[src/include/spi_pu_consts.svh]
`ifndef SPI_PU_CONSTS_SVH
`define SPI_PU_CONSTS_SVH

// system word width
`define PU_DATA_WIDTH 32

// one SPI transfer unit, sent msb first
`define PU_SPI_WIDTH 8

// words held by one bank of a ping-pong pair
`define PU_BUF_SIZE 6

// status bits reported to the system
`define PU_ATTR_WIDTH 4

`endif

[src/rtl/spi_pu_pkg.sv]
`include "spi_pu_consts.svh"

package spi_pu_pkg;

	// number of bytes per system word
	localparam int PU_BYTES = `PU_DATA_WIDTH / `PU_SPI_WIDTH;

	typedef logic [$clog2(`PU_BUF_SIZE + 1)-1:0] buf_count_t;

	// one word seen whole or as bytes, bytes[3] travels first
	typedef union packed {
		logic [`PU_DATA_WIDTH-1:0] word;
		logic [PU_BYTES-1:0][`PU_SPI_WIDTH-1:0] bytes;
	} spi_word_u;

	typedef struct packed {
		buf_count_t count;
		logic empty;
		logic full;
	} buf_status_t;

	// write side of each pair, the other bank is the read side
	typedef struct packed {
		logic rx_bank;
		logic tx_bank;
	} bank_sel_t;

	typedef struct packed {
		logic busy;
		logic underrun;
		logic overflow;
		logic valid;
	} pu_attr_t;

endpackage

[src/rtl/hoarder.sv]
`include "spi_pu_consts.svh"

module hoarder
	import spi_pu_pkg::*;
	( input  logic                      clk
	, input  logic                      rst
	, input  logic                      cs_sync
	, input  logic                      byte_done
	, input  logic [`PU_SPI_WIDTH-1:0]  rx_byte
	, input  logic                      byte_req
	, input  logic [`PU_DATA_WIDTH-1:0] tx_word
	, input  buf_status_t               tx_status
	, output logic [`PU_DATA_WIDTH-1:0] rx_word
	, output logic                      rx_word_valid
	, output logic [`PU_SPI_WIDTH-1:0]  tx_byte
	, output logic                      tx_pop
	, output logic                      tx_underrun
	);

	localparam int IDX_W = $clog2(PU_BYTES);
	localparam logic [IDX_W-1:0] LAST = IDX_W'(PU_BYTES - 1);

	spi_word_u        rx_acc;
	// next byte slot to fill, counts down from the msb
	logic [IDX_W-1:0] rx_idx;
	spi_word_u        tx_head;
	spi_word_u        tx_cur;
	// bytes already taken from tx_cur
	logic [IDX_W-1:0] tx_idx;
	logic             need_word;

	always_ff @(posedge clk or posedge rst) begin
		if (rst) begin
			rx_idx        <= LAST;
			rx_word_valid <= 1'b0;
		end else begin
			rx_word_valid <= 1'b0;
			if (cs_sync) begin
				// leftover bytes of a partial word are dropped
				rx_idx <= LAST;
			end else if (byte_done) begin
				rx_idx <= rx_idx - 1'b1;
				if (rx_idx == '0) begin
					rx_word_valid <= 1'b1;
				end
			end
		end
	end

	always_ff @(posedge clk) begin
		if (byte_done && !cs_sync) begin
			rx_acc.bytes[rx_idx] <= rx_byte;
		end
	end

	assign rx_word = rx_acc.word;

	assign tx_head.word = tx_word;
	assign need_word    = byte_req & (tx_idx == '0);
	assign tx_pop       = need_word & ~tx_status.empty;
	assign tx_underrun  = need_word & tx_status.empty;

	always_ff @(posedge clk or posedge rst) begin
		if (rst) begin
			tx_idx  <= '0;
			tx_byte <= '0;
			tx_cur  <= '0;
		end else if (cs_sync) begin
			tx_idx <= '0;
		end else if (byte_req) begin
			tx_idx <= tx_idx + 1'b1;
			if (tx_pop) begin
				tx_cur  <= tx_head;
				tx_byte <= tx_head.bytes[LAST];
			end else if (tx_underrun) begin
				// empty bank, the master gets zeros
				tx_cur  <= '0;
				tx_byte <= '0;
			end else begin
				tx_byte <= tx_cur.bytes[LAST - tx_idx];
			end
		end
	end

endmodule

[src/rtl/pu_slave_spi.sv]
`include "spi_pu_consts.svh"

module pu_slave_spi
	import spi_pu_pkg::*;
	( input  logic                      clk
	, input  logic                      rst
	, input  logic                      cycle
	// system side
	, input  logic                      wr
	, input  logic [`PU_DATA_WIDTH-1:0] data_in
	, input  logic                      oe
	, output logic [`PU_DATA_WIDTH-1:0] data_out
	, output pu_attr_t                  attr_out
	, output logic                      flag_start
	, output logic                      flag_stop
	// spi side
	, input  logic                      mosi
	, output logic                      miso
	, input  logic                      sclk
	, input  logic                      cs
	);

	bank_sel_t                 sel;
	logic                      rx_clr;
	logic                      tx_clr;
	logic                      cs_sync;
	logic                      cs_fall;
	logic [`PU_SPI_WIDTH-1:0]  rx_byte;
	logic [`PU_SPI_WIDTH-1:0]  tx_byte;
	logic                      byte_done;
	logic                      byte_req;
	logic [`PU_DATA_WIDTH-1:0] rx_word;
	logic                      rx_word_valid;
	logic                      tx_pop;
	logic                      tx_underrun;
	logic [`PU_DATA_WIDTH-1:0] send_data [2];
	buf_status_t               send_status [2];
	logic [`PU_DATA_WIDTH-1:0] recv_data [2];
	buf_status_t               recv_status [2];

	spi_slave_driver spi_driver
		( .clk(clk), .rst(rst)
		, .mosi(mosi), .sclk(sclk), .cs(cs)
		, .tx_byte(tx_byte)
		, .miso(miso)
		, .rx_byte(rx_byte)
		, .byte_done(byte_done)
		, .byte_req(byte_req)
		, .cs_sync(cs_sync)
		, .cs_fall(cs_fall)
		);

	// the hoarder reads the send bank opposite the system's write bank
	hoarder hoarder_i
		( .clk(clk), .rst(rst)
		, .cs_sync(cs_sync)
		, .byte_done(byte_done), .rx_byte(rx_byte)
		, .byte_req(byte_req)
		, .tx_word(send_data[~sel.tx_bank])
		, .tx_status(send_status[~sel.tx_bank])
		, .rx_word(rx_word), .rx_word_valid(rx_word_valid)
		, .tx_byte(tx_byte), .tx_pop(tx_pop), .tx_underrun(tx_underrun)
		);

	spi_pu_ctrl ctrl
		( .clk(clk), .rst(rst)
		, .cycle(cycle), .cs_sync(cs_sync), .cs_fall(cs_fall)
		, .rx_word_valid(rx_word_valid)
		, .rx_full(recv_status[sel.rx_bank].full)
		, .tx_underrun(tx_underrun)
		, .rd_status(recv_status[~sel.rx_bank])
		, .sel(sel), .rx_clr(rx_clr), .tx_clr(tx_clr)
		, .flag_start(flag_start), .flag_stop(flag_stop)
		, .attr(attr_out)
		);

	spi_buffer send_buf0
		( .clk(clk), .rst(rst)
		, .clr(tx_clr & ~sel.tx_bank)
		, .wr(wr & ~sel.tx_bank), .data_in(data_in)
		, .rd(tx_pop & sel.tx_bank)
		, .data_out(send_data[0]), .status(send_status[0])
		);

	spi_buffer send_buf1
		( .clk(clk), .rst(rst)
		, .clr(tx_clr & sel.tx_bank)
		, .wr(wr & sel.tx_bank), .data_in(data_in)
		, .rd(tx_pop & ~sel.tx_bank)
		, .data_out(send_data[1]), .status(send_status[1])
		);

	spi_buffer recv_buf0
		( .clk(clk), .rst(rst)
		, .clr(rx_clr & ~sel.rx_bank)
		, .wr(rx_word_valid & ~sel.rx_bank), .data_in(rx_word)
		, .rd(oe & sel.rx_bank)
		, .data_out(recv_data[0]), .status(recv_status[0])
		);

	spi_buffer recv_buf1
		( .clk(clk), .rst(rst)
		, .clr(rx_clr & sel.rx_bank)
		, .wr(rx_word_valid & sel.rx_bank), .data_in(rx_word)
		, .rd(oe & ~sel.rx_bank)
		, .data_out(recv_data[1]), .status(recv_status[1])
		);

	assign data_out = recv_data[~sel.rx_bank];

endmodule

[src/rtl/spi_buffer.sv]
`include "spi_pu_consts.svh"

module spi_buffer
	import spi_pu_pkg::*;
	( input  logic                      clk
	, input  logic                      rst
	, input  logic                      clr
	, input  logic                      wr
	, input  logic [`PU_DATA_WIDTH-1:0] data_in
	, input  logic                      rd
	, output logic [`PU_DATA_WIDTH-1:0] data_out
	, output buf_status_t               status
	);

	localparam int PTR_W = $clog2(`PU_BUF_SIZE);

	logic [`PU_DATA_WIDTH-1:0] mem [`PU_BUF_SIZE];
	logic [PTR_W-1:0]          wr_ptr;
	logic [PTR_W-1:0]          rd_ptr;
	buf_count_t                count;
	logic                      do_wr;
	logic                      do_rd;

	assign do_wr = wr & ~status.full;
	assign do_rd = rd & ~status.empty;

	always_ff @(posedge clk or posedge rst) begin
		if (rst) begin
			wr_ptr <= '0;
			rd_ptr <= '0;
			count  <= '0;
		end else if (clr) begin
			wr_ptr <= '0;
			rd_ptr <= '0;
			count  <= '0;
		end else begin
			if (do_wr) begin
				wr_ptr <= (wr_ptr == PTR_W'(`PU_BUF_SIZE - 1)) ? '0 : wr_ptr + 1'b1;
			end
			if (do_rd) begin
				rd_ptr <= (rd_ptr == PTR_W'(`PU_BUF_SIZE - 1)) ? '0 : rd_ptr + 1'b1;
			end
			// simultaneous push and pop leaves the count alone
			if (do_wr && !do_rd) begin
				count <= count + 1'b1;
			end else if (do_rd && !do_wr) begin
				count <= count - 1'b1;
			end
		end
	end

	always_ff @(posedge clk) begin
		if (do_wr && !clr) begin
			mem[wr_ptr] <= data_in;
		end
	end

	assign data_out     = mem[rd_ptr];
	assign status.count = count;
	assign status.empty = (count == '0);
	assign status.full  = (count == buf_count_t'(`PU_BUF_SIZE));

	a_count_bound: assert property (@(posedge clk) disable iff (rst)
		count <= buf_count_t'(`PU_BUF_SIZE));

endmodule

[src/rtl/spi_pu_ctrl.sv]
`include "spi_pu_consts.svh"

module spi_pu_ctrl
	import spi_pu_pkg::*;
	( input  logic        clk
	, input  logic        rst
	, input  logic        cycle
	, input  logic        cs_sync
	, input  logic        cs_fall
	, input  logic        rx_word_valid
	, input  logic        rx_full
	, input  logic        tx_underrun
	, input  buf_status_t rd_status
	, output bank_sel_t   sel
	, output logic        rx_clr
	, output logic        tx_clr
	, output logic        flag_start
	, output logic        flag_stop
	, output pu_attr_t    attr
	);

	logic pending;
	logic swap;
	logic overflow;
	logic underrun;

	if ($bits(pu_attr_t) != `PU_ATTR_WIDTH) begin : g_attr_width
		$error("pu_attr_t width does not match PU_ATTR_WIDTH");
	end

	// banks only move between transactions
	assign swap = cs_sync & (cycle | pending);

	always_ff @(posedge clk or posedge rst) begin
		if (rst) begin
			pending <= 1'b0;
			sel     <= '0;
			rx_clr  <= 1'b0;
			tx_clr  <= 1'b0;
		end else begin
			rx_clr <= swap;
			tx_clr <= swap;
			if (swap) begin
				pending     <= 1'b0;
				sel.rx_bank <= ~sel.rx_bank;
				sel.tx_bank <= ~sel.tx_bank;
			end else if (cycle) begin
				// cs low, hold the request until it rises
				pending <= 1'b1;
			end
		end
	end

	always_ff @(posedge clk or posedge rst) begin
		if (rst) begin
			flag_start <= 1'b0;
			overflow   <= 1'b0;
			underrun   <= 1'b0;
		end else begin
			flag_start <= cs_fall;
			if (swap) begin
				overflow <= 1'b0;
				underrun <= 1'b0;
			end else begin
				if (rx_word_valid && rx_full) begin
					overflow <= 1'b1;
				end
				if (tx_underrun) begin
					underrun <= 1'b1;
				end
			end
		end
	end

	assign flag_stop     = cs_sync;
	assign attr.valid    = ~rd_status.empty;
	assign attr.overflow = overflow;
	assign attr.underrun = underrun;
	assign attr.busy     = ~cs_sync;

	a_clr_idle: assert property (@(posedge clk) disable iff (rst)
		(rx_clr || tx_clr) |-> cs_sync);

endmodule

[src/rtl/spi_slave_driver.sv]
`include "spi_pu_consts.svh"

module spi_slave_driver
	( input  logic                     clk
	, input  logic                     rst
	, input  logic                     mosi
	, input  logic                     sclk
	, input  logic                     cs
	, input  logic [`PU_SPI_WIDTH-1:0] tx_byte
	, output logic                     miso
	, output logic [`PU_SPI_WIDTH-1:0] rx_byte
	, output logic                     byte_done
	, output logic                     byte_req
	, output logic                     cs_sync
	, output logic                     cs_fall
	);

	localparam int W     = `PU_SPI_WIDTH;
	localparam int CNT_W = $clog2(W);

	// [0] meta, [1] sync, [2] previous sync
	logic [2:0]       sclk_q;
	logic [2:0]       cs_q;
	logic [1:0]       mosi_q;
	logic             sclk_rise;
	logic             sclk_fall;
	logic             load_tx;
	logic [CNT_W-1:0] bit_cnt;
	logic [W-1:0]     rx_shift;
	logic [W-1:0]     tx_shift;

	always_ff @(posedge clk or posedge rst) begin
		if (rst) begin
			sclk_q <= '0;
			cs_q   <= '1;
			mosi_q <= '0;
		end else begin
			sclk_q <= {sclk_q[1:0], sclk};
			cs_q   <= {cs_q[1:0], cs};
			mosi_q <= {mosi_q[0], mosi};
		end
	end

	assign sclk_rise = sclk_q[1] & ~sclk_q[2];
	assign sclk_fall = ~sclk_q[1] & sclk_q[2];
	assign cs_sync   = cs_q[1];
	assign cs_fall   = cs_q[2] & ~cs_q[1];

	always_ff @(posedge clk or posedge rst) begin
		if (rst) begin
			bit_cnt   <= '0;
			rx_shift  <= '0;
			tx_shift  <= '0;
			byte_done <= 1'b0;
			byte_req  <= 1'b0;
			load_tx   <= 1'b0;
		end else begin
			byte_done <= 1'b0;
			byte_req  <= cs_fall;
			load_tx   <= byte_req;
			if (cs_sync) begin
				bit_cnt <= '0;
			end else if (sclk_rise) begin
				rx_shift <= {rx_shift[W-2:0], mosi_q[1]};
				bit_cnt  <= bit_cnt + 1'b1;
				// last bit of the byte, ask for the next one too
				if (bit_cnt == CNT_W'(W - 1)) begin
					byte_done <= 1'b1;
					byte_req  <= 1'b1;
				end
			end else if (sclk_fall && bit_cnt != '0) begin
				// no shift on the fall that follows a whole byte
				tx_shift <= {tx_shift[W-2:0], 1'b0};
			end
			// hoarder answers a request one cycle later
			if (load_tx) begin
				tx_shift <= tx_byte;
			end
		end
	end

	assign rx_byte = rx_shift;
	assign miso    = tx_shift[W-1];

	a_byte_in_frame: assert property (@(posedge clk) disable iff (rst)
		byte_done |-> !cs_sync);

endmodule

[config.mk]
export PLATFORM = sky130hd
export DESIGN_NAME = pu_slave_spi
export DESIGN_NICKNAME = d
export VERILOG_FILES = /design/src/rtl/spi_pu_pkg.sv /design/src/rtl/hoarder.sv /design/src/rtl/pu_slave_spi.sv /design/src/rtl/spi_buffer.sv /design/src/rtl/spi_pu_ctrl.sv /design/src/rtl/spi_slave_driver.sv
export VERILOG_INCLUDE_DIRS = /design/src /design/src/include
export SDC_FILE = /design/constraint.sdc
export NUM_CORES = 1
export LEC_CHECK = 0
export ABC_CLOCK_PERIOD_IN_PS = 11600
export BUFFER_PORTS_ARGS = -buffer_cell sky130_fd_sc_hd__clkbuf_2
export CORE_ASPECT_RATIO = 0.9
export CORE_MARGIN = 2
export CORE_UTILIZATION = 40
export CTS_BUF_LIST = sky130_fd_sc_hd__clkbuf_4 sky130_fd_sc_hd__clkbuf_8
export DETAILED_ROUTE_END_ITERATION = 10
export HOLD_SLACK_MARGIN = 0.12
export SLEW_MARGIN = 20
export SYNTH_ARGS = -nofsm -noshare
export SYNTH_HDL_FRONTEND = slang
export SYNTH_SLANG_ARGS = --single-unit
[constraint.sdc]
create_clock -name clk -period 11.6 [get_ports clk]
set_input_delay 1.16 -clock clk [delete_from_list [all_inputs] [get_ports clk]]
set_output_delay 1.16 -clock clk [all_outputs]
set_load 0.1 [all_outputs]
==> summary.txt, run 1 <==
Final layout
  • Fin nets: 2147
  • Fin cells: between 3000 and 4000
  • Fill count: roughly 7500
  • P&R area growth vs syn: 13.5%
  • Most common cell after layout, fill and taps aside: edfxtp_1
  • Register Area: 27000 µm²
  • Design area: 40500 µm²
  • Multi-input gate area: about 8300 µm²
  • Layout cell share with drive strength beyond 1: a little over a quarter
  • Commonest cells after routing, fill and taps aside: 800 x edfxtp_1, 169 x nand2_1, 163 x clkbuf_8

Floorplan
  • Die W: around 320 µm
  • Die area: just over 90000 µm²
  • Initial core utilization: around two fifths
  • Number of I/O pins: between 70 and 80
  • Die span in y: approximately 290 µm
  • Core area: 88100 µm²
  • Site Rows: just over 100

Global route
  • Number of global-route vias before repair: between 15000 and 20000
  • Grt ovf: 0
  • First-pass GRT wire length: 120000 µm
  • Largest net degree at the start of global routing: 68
  • Gr usage total: between 10% and 20%
  • Initial antenna violation count: 6

Setup path
  • Buf/Inv on CP: 2
  • Worst-path maximum fanout: 40
  • Worst path slowest cell: dfrtp_4
  • Worst setup path class: flop to output port
  • Req. time, crit path: about 10000 ps
  • CP Depth: 5
  • R2r worst-path depth: 10
  • Crit Reg-Reg Startpoint: hoarder_i.tx_idx[0]
  • Crit path from: recv_buf0.rd_ptr[0]
  • Crit path to: data_out[23]
  • Worst EP arrival: about 4000 ps
  • Critical-path cell list: buf_4 -> mux4_2 -> o211ai_1 -> o21ai_0 -> clkbuf_2
  • CP endpoint kind: output port
  • R2R Setup Slk: slightly above 8000 ps
  • CP top delay family: buffers and inverters
  • Critical path's largest stage delay: ~760 ps
  • Crit path launch type: flop
  • Crit Reg-Reg Endpoint: send_buf0.count[2]

CTS
  • # Post-CTS Setup Buffers: 0
  • Worst-Skew Late Latency: 800 ps
  • Clock-pin slew on the worst setup and hold paths: approximately 60 ps
  • Bufs on Longest Clock Path: 3
  • Root Driver: clkbuf_8
  • Cts-stage hold buffer count: 0
  • Cts repair resizes: 0
  • Clock Sinks: between 900 and 1000
  • CTS HTree Levels: 4
  • CTS tree: yes
  • CTS Buf Count: around 150

Placement
  • Cell count after placement: 3096
  • Setup WS pre-CTS: around 7300 ps
  • DP Area: 37500 µm²
  • Gpl congestion: around 0.74
  • Dpl hpwl: 41800 µm
  • Port Buffer Count: between 70 and 80

Route
  • Via/cell ratio: around 5.4
  • Detailed-route wire length per cell: approximately 24 µm
  • M1 WL: 34000 µm
  • Wire length on met2: ~40000 µm
  • DRT Wirelength: about 80000 µm
  • Via count: approximately 18000
  • Highest routed layer: met5
  • Met3 Wirelength: around 4700 µm
  • # DRC: 0
  • DRT iter0 DRCs: 1492
  • First-pass iteration count of the detailed router: 5
  • Post-DRT Antenna Nets: 0

Logic synthesis
  • Post-synthesis area per instance: 18.6 µm²
  • Net count after synthesis: ~2000
  • Distinct cells, synth: 52
  • Number of synthesized flops with an enable pin: 800
  • Area contributors post-synth: edfxtp_1 67%, mux4_2 8.6%, dfrtp_1 7.9%, mux2i_1 3.5%, nand2_1 1.8%
  • Warnings from Yosys: 0
  • Flops & latches, synth: 918
  • Post-Synthesis Cell Area: approximately 36000 µm²
  • Post-synth top area share: approximately two thirds
  • Area leader, netlist: edfxtp_1
  • Ys async rst share: roughly an eighth
  • Mapped Cells: around 1900
  • Most used DFF post-synth: edfxtp_1
  • Register area share after synthesis: between 70% and 80%

STA
  • Tmin final: 5050 ps
  • Hold Vio Cnt, Final: 0
  • Fin worst setup slack: 6550 ps
  • RSZ-0062 raised after global routing: no
  • Slew of the pin with the lowest slew margin: approximately 1100 ps
  • Final Setup Violations: 0
  • Post-Route Setup TNS: 0 ps
  • Pins Over Slew Limit: 0
  • Period utilisation layout: between 40% and 50%
  • Slew margin rel.: a little under a quarter
  • Achievable Freq: 198 MHz
  • WHS: 359 ps
  • Final Skew: 49.4 ps

Flow run
  • MaxCap Viol Count: 0

Outcome
  • Outcome: complete, no violations

Power and ir drop
  • P_leak: 13.1 nW
  • PwrDens: 200 nW/µm²
  • Peak supply drop: 0.000112 V

Worst hold path
  • Hold Path Class: flop to flop
[power breakdown]
group | total (mW) | switching (mW) | internal (mW)
combinational | 1.32 | 0.875 | 0.442
sequential | 4.00 | 0.219 | 3.78
clock | 2.78 | 1.27 | 1.51
total | 8.10 | 2.36 | 5.74
[worst register-to-register path: stages (launching register included)]
cell and delay (ps):
dfrtp_1 580, inv_1 130, ha_1 340, nand2_1 250
nor2_2 610, inv_1 180, ha_1 280, fa_1 380
xnor2_1 140, or3_1 300, a21oi_1 140
[layout make-up]
class                           instances  share of cell area, %
Timing Repair Buffer                  121                   1.76
Inverter                               22                  0.216
Tap cell                             1155                   3.57
Clock inverter                         59                  0.923
Sequential cell                       918                   66.7
Clock buffer                          214                   6.48
Antenna cell                            1                0.00618
Multi-Input combinational cell        880                   20.4
[Yosys cell counts, types with 8 or more instances]
| library cell | instances |
|---|---|
| a21oi_1 | 20 |
| nand2_1 | 171 |
| o21ai_1 | 9 |
| mux4_2 | 136 |
| a31oi_1 | 8 |
| clkbuf_1 | 48 |
| or3_1 | 11 |
| ha_1 | 12 |
| dfrtp_1 | 113 |
| edfxtp_1 | 800 |
| nor2_1 | 37 |
| nand2b_1 | 18 |
| buf_4 | 16 |
| o21ai_0 | 105 |
| xor2_1 | 8 |
| inv_1 | 22 |
| a31o_2 | 10 |
| mux2i_1 | 125 |
| buf_1 | 14 |
| nor3_1 | 11 |
| o221ai_1 | 20 |
| buf_2 | 20 |
| o211ai_1 | 58 |
| nor2b_1 | 8 |
| mux2_2 | 38 |
[registers in the layout, indices dropped and copies added, names as in the netlist, 8 cells and up]
name / count
hoarder_i.rx_word: 32
hoarder_i.tx_byte: 8
hoarder_i.tx_cur: 32
recv_buf0.mem: 192
recv_buf1.mem: 192
send_buf0.mem: 192
send_buf1.mem: 192
spi_driver.rx_byte: 8
spi_driver.tx_shift: 8
[worst min path at each step]
| stage | depth (start not counted) | startpoint | endpoint |
|---|---|---|---|
| floorplan | 0 | spi_driver.mosi_q[0] | spi_driver.mosi_q[1] |
| global placement | 0 | spi_driver.cs_q[0] | spi_driver.cs_q[1] |
| detailed placement | 0 | spi_driver.mosi_q[0] | spi_driver.mosi_q[1] |
| CTS | 0 | spi_driver.mosi_q[0] | spi_driver.mosi_q[1] |
| global route | 0 | spi_driver.mosi_q[0] | spi_driver.mosi_q[1] |
| finish | 0 | spi_driver.cs_q[0] | spi_driver.cs_q[1] |
[metrics by stage]
| step | util (%) | power, mW |
|---|---|---|
| final | 46.0 | 8.10 |
| after global routing | 46.0 | 8.42 |
| after detailed placement | 42.5 | 5.40 |
| after global placement | 42.5 | 5.37 |
| after floorplan | - | 5.01 |
| after CTS | 46.0 | 8.19 |
[logic make-up after synthesis]
| group | count (synthesis) | synth area share, % |
|---|---|---|
| fa+ha+maj | 16 | 0.645 |
| simple gates | 302 | 3.92 |
| buf+inv | 127 | 1.73 |
| mux | 302 | 13.4 |
| compound gates | 245 | 4.41 |
| xor+xnor | 15 | 0.368 |
| flops | 918 | 75.6 |
[layer usage]
| layer | GRT usage (%) | up-vias |
|---|---|---|
| li1 | - | 8006 |
| met1 | 23.0 | 9407 |
| met2 | 29.4 | 538 |
| met3 | 4.13 | 147 |
| met4 | 5.96 | 8 |
| met5 | 0 | - |
No activity file was read; power rests on OpenSTA's default activity.
==> run 2, diff against run 1 <==
- ABC_CLOCK_PERIOD_IN_PS: 11600 -> 4620
- clock period: 11.6 -> 4.62 ns (I/O delays scaled with it)
==> summary.txt, run 2 (synthesis gave the netlist of run 1 again) <==
Power and ir drop
  • Clock network fraction of design power: between 30% and 40%
  • Internal Power: about 15 mW
  • Sw Pwr: just under 6 mW
  • Peak supply drop: approximately 0.00031 V
  • Sw Share: between 20% and 30%
  • PwrDens: ~500 nW/µm²
  • P_leak: around 13 nW
  • Gate power share: about 16%
  • Sequential share of power: 49.5%
  • Total power: between 20 and 25 mW

Global route
  • Gr usage total: around 18%
  • First-pass GRT wire length: approximately 120000 µm
  • Largest net degree at the start of global routing: 99
  • Grt ovf: 0
  • Number of global-route vias before repair: between 15000 and 20000
  • Initial antenna violation count: 5

Outcome
  • Outcome: complete, no violations

STA
  • Hold Vio Cnt, Final: 0
  • Period utilisation layout: 83.5%
  • Final Setup Violations: 0
  • Final Skew: about 46 ps
  • Slew margin rel.: about a quarter
  • Pins Over Slew Limit: 0
  • RSZ-0062 raised after global routing: no
  • Slew of the pin with the lowest slew margin: 1110 ps
  • Tmin final: 3860 ps
  • Post-Route Setup TNS: 0 ps
  • Achievable Freq: roughly 260 MHz

Floorplan
  • Initial core utilization: 40.5%
  • Die W: roughly 320 µm
  • Die span in y: between 200 and 300 µm
  • Number of I/O pins: between 70 and 80
  • Core area: approximately 90000 µm²
  • Die area: a little over 90000 µm²
  • Site Rows: approximately 100

CTS
  • Cts-stage hold buffer count: 38
  • Cts repair resizes: 0
  • Root Driver: clkbuf_8
  • Bufs on Longest Clock Path: 3
  • CTS HTree Levels: 4
  • Worst-Skew Late Latency: just over 800 ps
  • # Post-CTS Setup Buffers: 0
  • CTS Buf Count: between 100 and 150
  • Clock Sinks: just over 900
  • Clock-pin slew on the worst setup and hold paths: 60 ps
  • CTS tree: yes

Route
  • Via/cell ratio: roughly 5.3
  • # DRC: 0
  • Detailed-route wire length per cell: about 23 µm
  • First-pass iteration count of the detailed router: 5
  • DRT iter0 DRCs: between 1000 and 1500
  • DRT Wirelength: a little under 80000 µm
  • Via count: about 18000
  • Post-DRT Antenna Nets: 0

Setup path
  • Critical path's largest stage delay: 910 ps
  • Critical-path cell list: buf_12 -> mux2i_1 -> nand2_1 -> o21ai_0 -> o21ai_0 -> clkbuf_2
  • Worst setup path class: flop to output port
  • Most frequent cell on the critical path: o21ai_0
  • Worst EP arrival: ~3400 ps
  • Req. time, crit path: between 4000 and 5000 ps
  • Buf/Inv on CP: 2
  • Worst-path maximum fanout: 38
  • CP top delay family: flip-flops
  • CP endpoint kind: output port
  • Crit path launch type: flop
  • Worst path slowest cell: dfrtp_4

Placement
  • Gpl congestion: around 0.75
  • Dpl hpwl: 44500 µm
  • Cell count after placement: slightly above 3000
  • Port Buffer Count: about 80

Final layout
  • Layout cell share with drive strength beyond 1: a little over a quarter
  • Post-route core utilization: ~47%
  • Most common cell after layout, fill and taps aside: edfxtp_1
  • Fin nets: approximately 2200
  • Fin cells: ~3400
  • P&R area growth vs syn: 15.0%
  • Commonest cells after routing, fill and taps aside: 800 x edfxtp_1, 170 x nand2_1, 155 x clkbuf_8

Flow run
  • MaxCap Viol Count: 0

Worst hold path
  • Hold Path Class: input port to async pin
run 2: changes by cell type in the layout (fill, tap and decap cells not counted), moves of 4 or more:
cell           delta
dlygate4sd3_1    +38
clkbuf_4         +12
clkinv_1         -11
clkbuf_8          -8
buf_12            +4
run 2: per-stage QoR:
stage                     hold WS, ps  worst slack [ps]  cell area [µm²]
after floorplan                   331               148            35700
after global placement            334              1470            37600
after detailed placement          340              1280            37600
after CTS                         179               694            41000
after global routing              155               607            41100
final                             163               762            41100
run 2: path summary, 6_finish.rpt:
| kind | start | end | slack (ps) | cells after the start |
|---|---|---|---|---|
| min in group clk | wr | send_buf1.wr_ptr[2] | 250 | 3 |
| min | rst | ctrl.pending | 160 | 3 |
| max | recv_buf1.rd_ptr[0] | data_out[0] | 760 | 6 |
| max in group asynchronous | rst | recv_buf0.wr_ptr[2] | 3410 | 5 |
| min reg2reg | spi_driver.mosi_q[0] | spi_driver.mosi_q[1] | 350 | 0 |
| max reg2reg | ctrl.sel[0] | send_buf0.count[2] | 1310 | 8 |
run 2: area by class of cell:
cell class / instances / area (µm²)
antenna: 3 / 7.51
clock buffer: 218 / 2610
clock inverter: 53 / 442
fill: 7490 / 47100
inverter: 22 / 87.6
multi-input combinational: 880 / 8270
sequential: 918 / 27000
tap: 1155 / 1450
timing repair buffer: 164 / 1200
run 2: power by group through the flow:
stage | clock (mW) | sequential [mW] | combinational [mW]
after floorplan | 0 | 9.86 | 2.73
after global placement | 0 | 10.3 | 3.24
after detailed placement | 0 | 10.3 | 3.27
after CTS | 7.26 | 10.1 | 3.31
after global routing | 7.65 | 10.2 | 3.50
final | 7.08 | 10.1 | 3.27
run 2: metal layers:
layer	up-vias	global-route usage (%)	wire, µm
met5	-	0	24
met4	4	6.03	1900
met3	139	3.68	3890
met2	462	30.0	39700
met1	9407	22.5	33500
li1	8094	-	-
run 2: tightest hold or removal path, delay by kind of cell:
kind / cells / cell delay [ps]
buffers and inverters: 3 / 860
